==> config.mk <==
export PLATFORM = sky130hd
export DESIGN_NAME = dispatchTop
export DESIGN_NICKNAME = d
export VERILOG_FILES = /design/src/rtl/dispatchTypes.sv /design/src/rtl/dispatchTop.sv /design/src/rtl/dispatchController.sv /design/src/rtl/dispatchStage.sv /design/src/rtl/issueQueuePayload.sv /design/src/rtl/queueOccupancy.sv
export SDC_FILE = /design/constraint.sdc
export NUM_CORES = 1
export LEC_CHECK = 0
export BUFFER_PORTS_ARGS = -buffer_cell sky130_fd_sc_hd__buf_2
export CAP_MARGIN = 20
export CORE_ASPECT_RATIO = 0.7
export CORE_MARGIN = 8
export CORE_UTILIZATION = 60
export DETAILED_ROUTE_END_ITERATION = 12
export PLACE_DENSITY = 0.87
export SLEW_MARGIN = 30
export SYNTH_ARGS = -nofsm -noshare
export SYNTH_HDL_FRONTEND = slang
export SYNTH_SLANG_ARGS = --single-unit
==> constraint.sdc <==
create_clock -name ctrl -period 22.1 [get_ports ctrl]
set_input_delay 2.21 -clock ctrl [delete_from_list [all_inputs] [get_ports ctrl]]
set_output_delay 2.21 -clock ctrl [all_outputs]
set_load 0.05 [all_outputs]
==> src/rtl/dispatchTypes.sv <==
// Dispatch type definitions
// Op classes, operand types, sub-info layouts and issue queue entries
`default_nettype none

package dispatchTypes;

    localparam int queueDepth = 8;

    typedef logic [5:0] physRegT;
    typedef logic [4:0] activeListPtrT;
    typedef logic [2:0] lsqPtrT;

    // Target queue of an op
    typedef enum logic [1:0] {OpInt, OpComplex, OpMem} opClassT;

    typedef enum logic [1:0] {IntAlu, IntShift, IntBranch, IntJumpReg} intOpT;
    typedef enum logic {ComplexMul, ComplexDiv} complexOpT;
    typedef enum logic {MemLoad, MemStore} memOpT;
    typedef enum logic [1:0] {OperandReg, OperandImm, OperandPc, OperandZero} operandTypeT;

    // 12-bit operand field from rename with one view per class
    typedef struct packed {
        logic [5:0] padding;
        logic [1:0] shiftType;
        logic [3:0] aluCode;
    } intOperandT;

    typedef struct packed {
        logic [3:0] padding;
        logic [7:0] brDisp;
    } brOperandT;

    typedef struct packed {
        logic [6:0] padding;
        logic       mulGetUpper;
        logic [1:0] mulCode;
        logic [1:0] divCode;
    } complexOperandT;

    typedef struct packed {
        logic [9:0] padding;
        logic [1:0] accessSize;
    } memOperandT;

    typedef union packed {
        intOperandT     intOp;
        brOperandT      brOp;
        complexOperandT complexOp;
        memOperandT     memOp;
    } operandT;

    // Integer sub-info is padded up to the branch width
    typedef struct packed {
        logic [3:0]  aluCode;
        logic [1:0]  shiftType;
        operandTypeT operandTypeA;
        operandTypeT operandTypeB;
        logic [1:0]  padding;
    } intSubInfoT;

    typedef struct packed {
        logic [7:0]  brDisp;
        operandTypeT operandTypeA;
        operandTypeT operandTypeB;
    } brSubInfoT;

    typedef struct packed {
        logic       mulGetUpper;
        logic [1:0] mulCode;
    } mulSubInfoT;

    typedef struct packed {
        logic [1:0] divCode;
        logic       padding;
    } divSubInfoT;

    typedef union packed {
        intSubInfoT intSubInfo;
        brSubInfoT  brSubInfo;
    } intOpInfoT;

    typedef union packed {
        mulSubInfoT mulSubInfo;
        divSubInfoT divSubInfo;
    } complexOpInfoT;

    // Sub-type read as intOpT or bit 0 as complexOpT or memOpT
    typedef struct packed {
        opClassT       opClass;
        logic [1:0]    subType;
        operandTypeT   operandTypeA;
        operandTypeT   operandTypeB;
        operandT       operand;
        logic          writeReg;
        physRegT       physSrcA;
        physRegT       physSrcB;
        physRegT       physDst;
        activeListPtrT activeListPtr;
        lsqPtrT        loadQueuePtr;
        lsqPtrT        storeQueuePtr;
        logic [15:0]   pc;
        logic          brPred;
    } renamedOpT;

    // Fields every queue entry carries
    typedef struct packed {
        physRegT       physSrcA;
        physRegT       physSrcB;
        physRegT       physDst;
        logic          writeReg;
        logic          srcNeededA;
        logic          srcNeededB;
        activeListPtrT activeListPtr;
        logic [15:0]   pc;
    } commonEntryT;

    typedef struct packed {
        commonEntryT common;
        intOpT       intType;
        intOpInfoT   intOpInfo;
    } intEntryT;

    typedef struct packed {
        commonEntryT   common;
        complexOpT     complexType;
        complexOpInfoT complexOpInfo;
    } complexEntryT;

    typedef struct packed {
        commonEntryT common;
        memOpT       memType;
        logic [1:0]  accessSize;
        lsqPtrT      lsqPtr;
        lsqPtrT      loadQueueRecoveryPtr;
        lsqPtrT      storeQueueRecoveryPtr;
    } memEntryT;

endpackage

`default_nettype wire
==> src/rtl/dispatchTop.sv <==
// Dispatch subsystem top level
// Dispatch stage, control FSM and three issue queues
// with occupancy counters and payload RAMs
`timescale 1ns/100ps
`default_nettype none

module dispatchTop #(
    parameter int depth = dispatchTypes::queueDepth
) (
    input  logic                        ctrl,
    input  logic                        arstN,
    // Rename side
    input  logic                        opValid,
    input  dispatchTypes::renamedOpT    opIn,
    output logic                        dispatchStall,
    input  logic                        flush,
    // Issue side
    input  logic                        intRelease,
    input  logic                        complexRelease,
    input  logic                        memRelease,
    input  logic [$clog2(depth)-1:0]    intReadPtr,
    input  logic [$clog2(depth)-1:0]    complexReadPtr,
    input  logic [$clog2(depth)-1:0]    memReadPtr,
    output dispatchTypes::intEntryT     intReadData,
    output dispatchTypes::complexEntryT complexReadData,
    output dispatchTypes::memEntryT     memReadData,
    output logic [$clog2(depth+1)-1:0]  intCount,
    output logic [$clog2(depth+1)-1:0]  complexCount,
    output logic [$clog2(depth+1)-1:0]  memCount
);

    logic                        heldValid;
    dispatchTypes::opClassT      heldClass;
    logic                        intWrite;
    logic                        complexWrite;
    logic                        memWrite;
    dispatchTypes::intEntryT     intEntry;
    dispatchTypes::complexEntryT complexEntry;
    dispatchTypes::memEntryT     memEntry;
    logic                        stageStall;
    logic                        stageClear;
    logic                        counterClear;
    logic [$clog2(depth)-1:0]    intTail;
    logic [$clog2(depth)-1:0]    complexTail;
    logic [$clog2(depth)-1:0]    memTail;
    logic                        intFull;
    logic                        complexFull;
    logic                        memFull;

    assign dispatchStall = stageStall;

    dispatchStage stage (
        .ctrl, .arstN, .opValid, .opIn, .stageStall, .stageClear,
        .heldValid, .heldClass, .intWrite, .complexWrite, .memWrite,
        .intEntry, .complexEntry, .memEntry
    );

    dispatchController controller (
        .ctrl, .arstN, .flush, .heldValid, .heldClass,
        .intFull, .complexFull, .memFull,
        .stageStall, .stageClear, .counterClear
    );

    // Integer queue
    queueOccupancy #(.depth(depth)) intOccupancy (
        .ctrl, .arstN, .write(intWrite), .releaseHead(intRelease),
        .clear(counterClear), .tail(intTail), .count(intCount), .full(intFull)
    );

    issueQueuePayload #(.depth(depth), .entryT(dispatchTypes::intEntryT)) intPayload (
        .ctrl, .write(intWrite), .writePtr(intTail), .writeData(intEntry),
        .readPtr(intReadPtr), .readData(intReadData)
    );

    // Complex queue
    queueOccupancy #(.depth(depth)) complexOccupancy (
        .ctrl, .arstN, .write(complexWrite), .releaseHead(complexRelease),
        .clear(counterClear), .tail(complexTail), .count(complexCount),
        .full(complexFull)
    );

    issueQueuePayload #(.depth(depth), .entryT(dispatchTypes::complexEntryT)) complexPayload (
        .ctrl, .write(complexWrite), .writePtr(complexTail), .writeData(complexEntry),
        .readPtr(complexReadPtr), .readData(complexReadData)
    );

    // Memory queue
    queueOccupancy #(.depth(depth)) memOccupancy (
        .ctrl, .arstN, .write(memWrite), .releaseHead(memRelease),
        .clear(counterClear), .tail(memTail), .count(memCount), .full(memFull)
    );

    issueQueuePayload #(.depth(depth), .entryT(dispatchTypes::memEntryT)) memPayload (
        .ctrl, .write(memWrite), .writePtr(memTail), .writeData(memEntry),
        .readPtr(memReadPtr), .readData(memReadData)
    );

endmodule

`default_nettype wire

==> src/rtl/dispatchController.sv <==
// Dispatch control FSM
// Stalls on a full target queue, clears the stage and counters on flush
`timescale 1ns/100ps
`default_nettype none

module dispatchController (
    input  logic                   ctrl,
    input  logic                   arstN,
    input  logic                   flush,
    input  logic                   heldValid,
    input  dispatchTypes::opClassT heldClass,
    input  logic                   intFull,
    input  logic                   complexFull,
    input  logic                   memFull,
    output logic                   stageStall,
    output logic                   stageClear,
    output logic                   counterClear
);

    typedef enum logic [1:0] {Running, Blocked, Flushing} stateT;

    stateT state;
    stateT nextState;
    logic  targetFull;
    logic  heldBlocked;

    always_comb begin
        case (heldClass)
            dispatchTypes::OpInt:     targetFull = intFull;
            dispatchTypes::OpComplex: targetFull = complexFull;
            dispatchTypes::OpMem:     targetFull = memFull;
            default:                  targetFull = 1'b0;
        endcase
    end

    assign heldBlocked = heldValid && targetFull;

    always_comb begin
        nextState = state;
        if (flush) begin
            nextState = Flushing;
        end else begin
            case (state)
                Running:  nextState = heldBlocked ? Blocked : Running;
                Blocked:  nextState = heldBlocked ? Blocked : Running;
                // Stage is empty after a flush
                Flushing: nextState = Running;
                default:  nextState = Running;
            endcase
        end
    end

    always_ff @(posedge ctrl or negedge arstN) begin
        if (!arstN) begin
            state <= Running;
        end else begin
            state <= nextState;
        end
    end

    // Stall follows a full target queue in the same cycle
    assign stageStall   = (state == Flushing) || heldBlocked;
    assign stageClear   = flush || (state == Flushing);
    assign counterClear = flush || (state == Flushing);

endmodule

`default_nettype wire

==> src/rtl/dispatchStage.sv <==
// Dispatch stage
// Pipeline register for one renamed op, formatted into an entry
// for the integer, complex or memory issue queue
`timescale 1ns/100ps
`default_nettype none

module dispatchStage (
    input  logic                        ctrl,
    input  logic                        arstN,
    input  logic                        opValid,
    input  dispatchTypes::renamedOpT    opIn,
    input  logic                        stageStall,
    input  logic                        stageClear,
    output logic                        heldValid,
    output dispatchTypes::opClassT      heldClass,
    output logic                        intWrite,
    output logic                        complexWrite,
    output logic                        memWrite,
    output dispatchTypes::intEntryT     intEntry,
    output dispatchTypes::complexEntryT complexEntry,
    output dispatchTypes::memEntryT     memEntry
);

    dispatchTypes::renamedOpT    heldOp;
    dispatchTypes::commonEntryT  common;
    dispatchTypes::intSubInfoT   intSubInfo;
    dispatchTypes::brSubInfoT    brSubInfo;
    dispatchTypes::mulSubInfoT   mulSubInfo;
    dispatchTypes::divSubInfoT   divSubInfo;
    logic                        update;

    always_ff @(posedge ctrl or negedge arstN) begin
        if (!arstN) begin
            heldValid <= 1'b0;
        end else if (stageClear) begin
            heldValid <= 1'b0;
        end else if (!stageStall) begin
            heldValid <= opValid;
        end
    end

    // Op payload register
    always_ff @(posedge ctrl) begin
        if (!stageStall) begin
            heldOp <= opIn;
        end
    end

    assign heldClass = heldOp.opClass;
    assign update = heldValid && !stageStall && !stageClear;

    assign intWrite     = update && (heldOp.opClass == dispatchTypes::OpInt);
    assign complexWrite = update && (heldOp.opClass == dispatchTypes::OpComplex);
    assign memWrite     = update && (heldOp.opClass == dispatchTypes::OpMem);

    always_comb begin
        common.physSrcA      = heldOp.physSrcA;
        common.physSrcB      = heldOp.physSrcB;
        common.physDst       = heldOp.physDst;
        common.writeReg      = heldOp.writeReg;
        // Only register operands wait on a producer
        common.srcNeededA    = (heldOp.operandTypeA == dispatchTypes::OperandReg);
        common.srcNeededB    = (heldOp.operandTypeB == dispatchTypes::OperandReg);
        common.activeListPtr = heldOp.activeListPtr;
        common.pc            = heldOp.pc;

        // Integer queue
        intSubInfo.aluCode      = heldOp.operand.intOp.aluCode;
        intSubInfo.shiftType    = heldOp.operand.intOp.shiftType;
        intSubInfo.operandTypeA = heldOp.operandTypeA;
        intSubInfo.operandTypeB = heldOp.operandTypeB;
        intSubInfo.padding      = '0;

        brSubInfo.brDisp       = heldOp.operand.brOp.brDisp;
        brSubInfo.operandTypeA = heldOp.operandTypeA;
        brSubInfo.operandTypeB = heldOp.operandTypeB;

        intEntry.common  = common;
        intEntry.intType = dispatchTypes::intOpT'(heldOp.subType);
        if ((intEntry.intType == dispatchTypes::IntBranch) ||
            (intEntry.intType == dispatchTypes::IntJumpReg)) begin
            intEntry.intOpInfo.brSubInfo = brSubInfo;
        end else begin
            intEntry.intOpInfo.intSubInfo = intSubInfo;
        end

        // Complex queue
        mulSubInfo.mulGetUpper = heldOp.operand.complexOp.mulGetUpper;
        mulSubInfo.mulCode     = heldOp.operand.complexOp.mulCode;
        divSubInfo.divCode     = heldOp.operand.complexOp.divCode;
        divSubInfo.padding     = 1'b0;

        complexEntry.common      = common;
        complexEntry.complexType = dispatchTypes::complexOpT'(heldOp.subType[0]);
        if (complexEntry.complexType == dispatchTypes::ComplexMul) begin
            complexEntry.complexOpInfo.mulSubInfo = mulSubInfo;
        end else begin
            complexEntry.complexOpInfo.divSubInfo = divSubInfo;
        end

        // Memory queue
        memEntry.common     = common;
        memEntry.memType    = dispatchTypes::memOpT'(heldOp.subType[0]);
        memEntry.accessSize = heldOp.operand.memOp.accessSize;
        if (memEntry.memType == dispatchTypes::MemLoad) begin
            memEntry.lsqPtr = heldOp.loadQueuePtr;
        end else begin
            memEntry.lsqPtr = heldOp.storeQueuePtr;
        end
        // LSQ tails at dispatch kept for recovery
        memEntry.loadQueueRecoveryPtr  = heldOp.loadQueuePtr;
        memEntry.storeQueueRecoveryPtr = heldOp.storeQueuePtr;
    end

endmodule

`default_nettype wire

==> src/rtl/issueQueuePayload.sv <==
// Issue queue payload RAM
// One write port by strobe, one asynchronous read port
`timescale 1ns/100ps
`default_nettype none

module issueQueuePayload #(
    parameter int  depth  = dispatchTypes::queueDepth,
    parameter type entryT = dispatchTypes::intEntryT
) (
    input  logic                     ctrl,
    input  logic                     write,
    input  logic [$clog2(depth)-1:0] writePtr,
    input  entryT                    writeData,
    input  logic [$clog2(depth)-1:0] readPtr,
    output entryT                    readData
);

    entryT mem [depth];

    // One entry per write strobe at the tail slot
    always_ff @(posedge ctrl) begin
        if (write) begin
            mem[writePtr] <= writeData;
        end
    end

    assign readData = mem[readPtr];

endmodule

`default_nettype wire

==> src/rtl/queueOccupancy.sv <==
// Issue queue occupancy
// Wrapping head and tail pointers, count derived from them, full flag
`timescale 1ns/100ps
`default_nettype none

module queueOccupancy #(
    parameter int depth = dispatchTypes::queueDepth
) (
    input  logic                       ctrl,
    input  logic                       arstN,
    input  logic                       write,
    input  logic                       releaseHead,
    input  logic                       clear,
    output logic [$clog2(depth)-1:0]   tail,
    output logic [$clog2(depth+1)-1:0] count,
    output logic                       full
);

    localparam int ptrWidth   = $clog2(depth);
    localparam int countWidth = $clog2(depth + 1);

    logic [ptrWidth-1:0] head;
    logic                headWrap;
    logic                tailWrap;
    logic                doWrite;
    logic                doRelease;

    // Tail behind head once it has wrapped one more time
    always_comb begin
        if (headWrap == tailWrap) begin
            count = countWidth'(tail) - countWidth'(head);
        end else begin
            count = countWidth'(depth) - countWidth'(head) + countWidth'(tail);
        end
    end

    assign full      = (count == countWidth'(depth));
    assign doWrite   = write && !full;
    assign doRelease = releaseHead && (count != '0);

    always_ff @(posedge ctrl or negedge arstN) begin
        if (!arstN) begin
            head     <= '0;
            tail     <= '0;
            headWrap <= 1'b0;
            tailWrap <= 1'b0;
        end else if (clear) begin
            head     <= '0;
            tail     <= '0;
            headWrap <= 1'b0;
            tailWrap <= 1'b0;
        end else begin
            if (doWrite) begin
                if (tail == ptrWidth'(depth - 1)) begin
                    tail     <= '0;
                    tailWrap <= !tailWrap;
                end else begin
                    tail <= tail + 1'b1;
                end
            end
            if (doRelease) begin
                if (head == ptrWidth'(depth - 1)) begin
                    head     <= '0;
                    headWrap <= !headWrap;
                end else begin
                    head <= head + 1'b1;
                end
            end
        end
    end

endmodule

`default_nettype wire

==> impl_metrics.toml <==
[outcome]
outcome = "finished, final reports clean"

[sta]
timing.final.ws_setup_ns = 15.03
maximum_frequency_from_static_timing_analysis_mhz = 141
final_max_slew_violation_count = 0
rsz0062_at_grt = "no"
finalSetupViolCount = 0
fin_worst_skew_ns = 0.0368
slew_headroom = 0.321
measured_slew_at_the_worst_slew_check_pin_ns = 1.02
final_hold_viol_count = 0
fin_worst_hold_slack_ns = 0.483
timing.final.crit_period_ns = 7.07
fin_crit_sh = 0.320
finalSetupTns_ns = 0

[yosys]
dominantRegCellSynth = "sky130_fd_sc_hd__edfxtp_1"
synthTopCellsByArea = "sky130_fd_sc_hd__edfxtp_1 (77%), sky130_fd_sc_hd__mux4_2 (14%), sky130_fd_sc_hd__mux2_2 (3.8%)"
async_flop_share = 0.0202
cell_count_after_synthesis = 2131
synth_enable_flop_cells = 1310
synth_top_area_share = 0.774
synthesis.yosys.warnings = 0
syn-num-nets = 2238
avgSynthCellArea_um2 = 23.8
synth-seq-cells = 1337
netlist.top_cell.by_area = "sky130_fd_sc_hd__edfxtp_1"
synth_sequential_area_ratio = 0.788
mappedNetlistArea_mm2 = 0.0508
yosysUniqueCellTypes = 47

[clock_tree]
tritoncts = "built"
worst_skew_pair.late_latency_ns = 0.72
max-clock-path-buffers = 3
clock_pin_transition_on_the_worst_setup_and_hold_timing_paths_ns = 0.06
postCtsHoldBufs = 0
depth_of_the_cts_h_tree = 3
root_buffer = "sky130_fd_sc_hd__clkbuf_16"
cts_setup_buffers = 0
cts_num_sinks = 1337
number_of_gates_resized_after_cts = 0
cts-buffers-inserted = 118

[die]
start_util = 0.604
placeableCoreArea_mm2 = 0.0841
die_y_um = 259
top_level_ports = 252
num_rows = 89
fp.dieArea_mm2 = 0.0944
die_width_um = 364

[setup_path]
cpMaxStageDelayCell = "sky130_fd_sc_hd__buf_6"
critPathLaunchType = "primary input"
critical_path_arrival_ns = 4.86
worst-setup-path-type = "in -> out"
peak_fanout_along_the_critical_path = 65
timing.critical_path.max_delay_family = "buffers and inverters"
worstSetupEndpointType = "output port"
critical_path_required_ns = 19.89
critical_path.max_stage_delay_ns = 0.67
path_buf_inv = 3
cell_chain_critical_path = "clkbuf_8 -> buf_6 -> mux4_2 -> mux2_2 -> buf_2"

[layout]
proportion_of_layout_cells_with_a_drive_suffix_above_1 = 0.386
final_util = 0.686
area_delta_synth_final_pct = 13.6
design.final.nets = 2556
most-common-layout-cells = "sky130_fd_sc_hd__edfxtp_1 (1310), sky130_fd_sc_hd__mux4_2 (312), sky130_fd_sc_hd__buf_2 (238), sky130_fd_sc_hd__mux2_2 (171), sky130_fd_sc_hd__clkbuf_16 (120)"
layout_commonest_cell = "sky130_fd_sc_hd__edfxtp_1"

[detailed_routing]
viasPerCell = 6.83
residual_drc_count = 0
wirelength_um = 133000
initialDrtViolationCount = 3777
firstDrtPassIters = 5
total_number_of_vias = 25200
post_route_antenna_net_violation_count = 0
route.detailed.wl_per_inst_um = 35.9

[placed_design]
placement.setup.worst_slack_ns = 14.91
port_buffers = 246
hpwlAfterDp_um = 62000
routability_congestion_estimate = 0.739

[global_route]
antenna_violations_before_repair = 5
first_global_vias = 26400
grt_max_degree = 71
grt_pass1_wl_um = 186000
groute.usage.overall = 0.275
grt_overflow_total = 0

[pwr]
vdd_ir_drop_max_v = 0.0000758
cellLeakagePower_nw = 18.7
pwr_density_cell_mw_per_mm2 = 90.4

[job]
number_of_max_cap_violations = 0

[min_path]
hold_class = "reg -> reg"
[per-stage QoR]
step           std cells  total power, W  cell area, µm²
3_3_place_gp        3459         0.00314           53500
6_report            3691         0.00522           57700
3_5_place_dp        3464         0.00315           53700
5_1_grt             3689         0.00533           57700
2_1_floorplan       2131         0.00307           50800
4_1_cts             3687         0.00522           57600
[synth_stat cells, types with 11 or more instances]
master / number
sky130_fd_sc_hd__dfrtp_1: 27
sky130_fd_sc_hd__mux4_2: 312
sky130_fd_sc_hd__nand2_1: 25
sky130_fd_sc_hd__ha_1: 21
sky130_fd_sc_hd__buf_1: 12
sky130_fd_sc_hd__a21oi_1: 18
sky130_fd_sc_hd__inv_1: 24
sky130_fd_sc_hd__mux2_2: 171
sky130_fd_sc_hd__o21ai_0: 11
sky130_fd_sc_hd__nor2_1: 17
sky130_fd_sc_hd__edfxtp_1: 1310
sky130_fd_sc_hd__clkbuf_1: 44
sky130_fd_sc_hd__nand3_1: 12
sky130_fd_sc_hd__buf_2: 34
[worst register-to-register path, stage by stage, from the launching register on]
cell and delay, ns:
sky130_fd_sc_hd__dfrtp_1 0.41, sky130_fd_sc_hd__inv_1 0.11, sky130_fd_sc_hd__ha_1 0.23, sky130_fd_sc_hd__fa_1 0.38
sky130_fd_sc_hd__xnor2_1 0.40, sky130_fd_sc_hd__nor4b_1 0.14, sky130_fd_sc_hd__nand3_1 0.24, sky130_fd_sc_hd__nand4_1 0.40
sky130_fd_sc_hd__nor3b_2 0.34, sky130_fd_sc_hd__buf_4 0.73
[worst paths after layout]
check	slack, ns	startpoint	depth (start not counted)	endpoint
setup / recovery	15.03	intReadPtr[0]	5	intReadData[50]
max in group asynchronous	20.12	arstN	1	intOccupancy.head[1]
setup reg to reg	18.21	complexOccupancy.tail[0]	9	complexPayload.mem[5][31]
min in group asynchronous	1.54	arstN	1	intOccupancy.tail[2]
hold / removal	0.48	controller.state[1]	1	controller.state[0]
hold reg to reg	0.48	controller.state[1]	1	controller.state[0]
[registers in the layout, summed over array words and instances (netlist names)]
register and count:
stage.brSubInfo 10, complexOccupancy.tail 3, intOccupancy.tail 3, complexPayload.mem 368, complexOccupancy.tailWrap 1, controller.state 2
stage.heldClass 2, intOccupancy.headWrap 1, stage.memEntry 8, stage.heldValid 1, intPayload.mem 448, memOccupancy.tail 3
stage.complexEntry 41, stage.intEntry 1, memPayload.mem 432, complexOccupancy.head 3, complexOccupancy.headWrap 1, memOccupancy.head 3
intOccupancy.head 3, memOccupancy.tailWrap 1, intOccupancy.tailWrap 1, memOccupancy.headWrap 1
[logic make-up after synthesis]
kind of cell / count (synthesis) / share of synthesized area
fa+ha+maj: 24 / 0.00635
flops: 1337 / 0.788
compound gates: 46 / 0.00611
simple gates: 117 / 0.0128
xor+xnor: 7 / 0.00121
mux: 485 / 0.177
buf+inv: 115 / 0.00941
[power breakdown]
group | internal, W | leakage, nW | switching, W
Clock | 0.00116 | 1.88 | 0.000953
Sequential | 0.00279 | 12.2 | 0.0000322
Combinational | 0.0000961 | 4.59 | 0.000188
[metal layers]
layer | part of all wire | global-route usage
met3 | 0.12 | 0.0790
met1 | 0.34 | 0.358
met2 | 0.50 | 0.439
met5 | 0.00026 | 0
met4 | 0.040 | 0.114
[final cells by class]
class	count	area, µm²
sequential	1337	40000
fill	4533	26400
multi-input combinational	679	10500
clock buffer	148	3150
timing repair buffer	289	1790
tap	1137	1420
clock inverter	75	756
inverter	24	90.1
antenna	2	5.00
No activity file was read; power rests on OpenSTA's default activity.
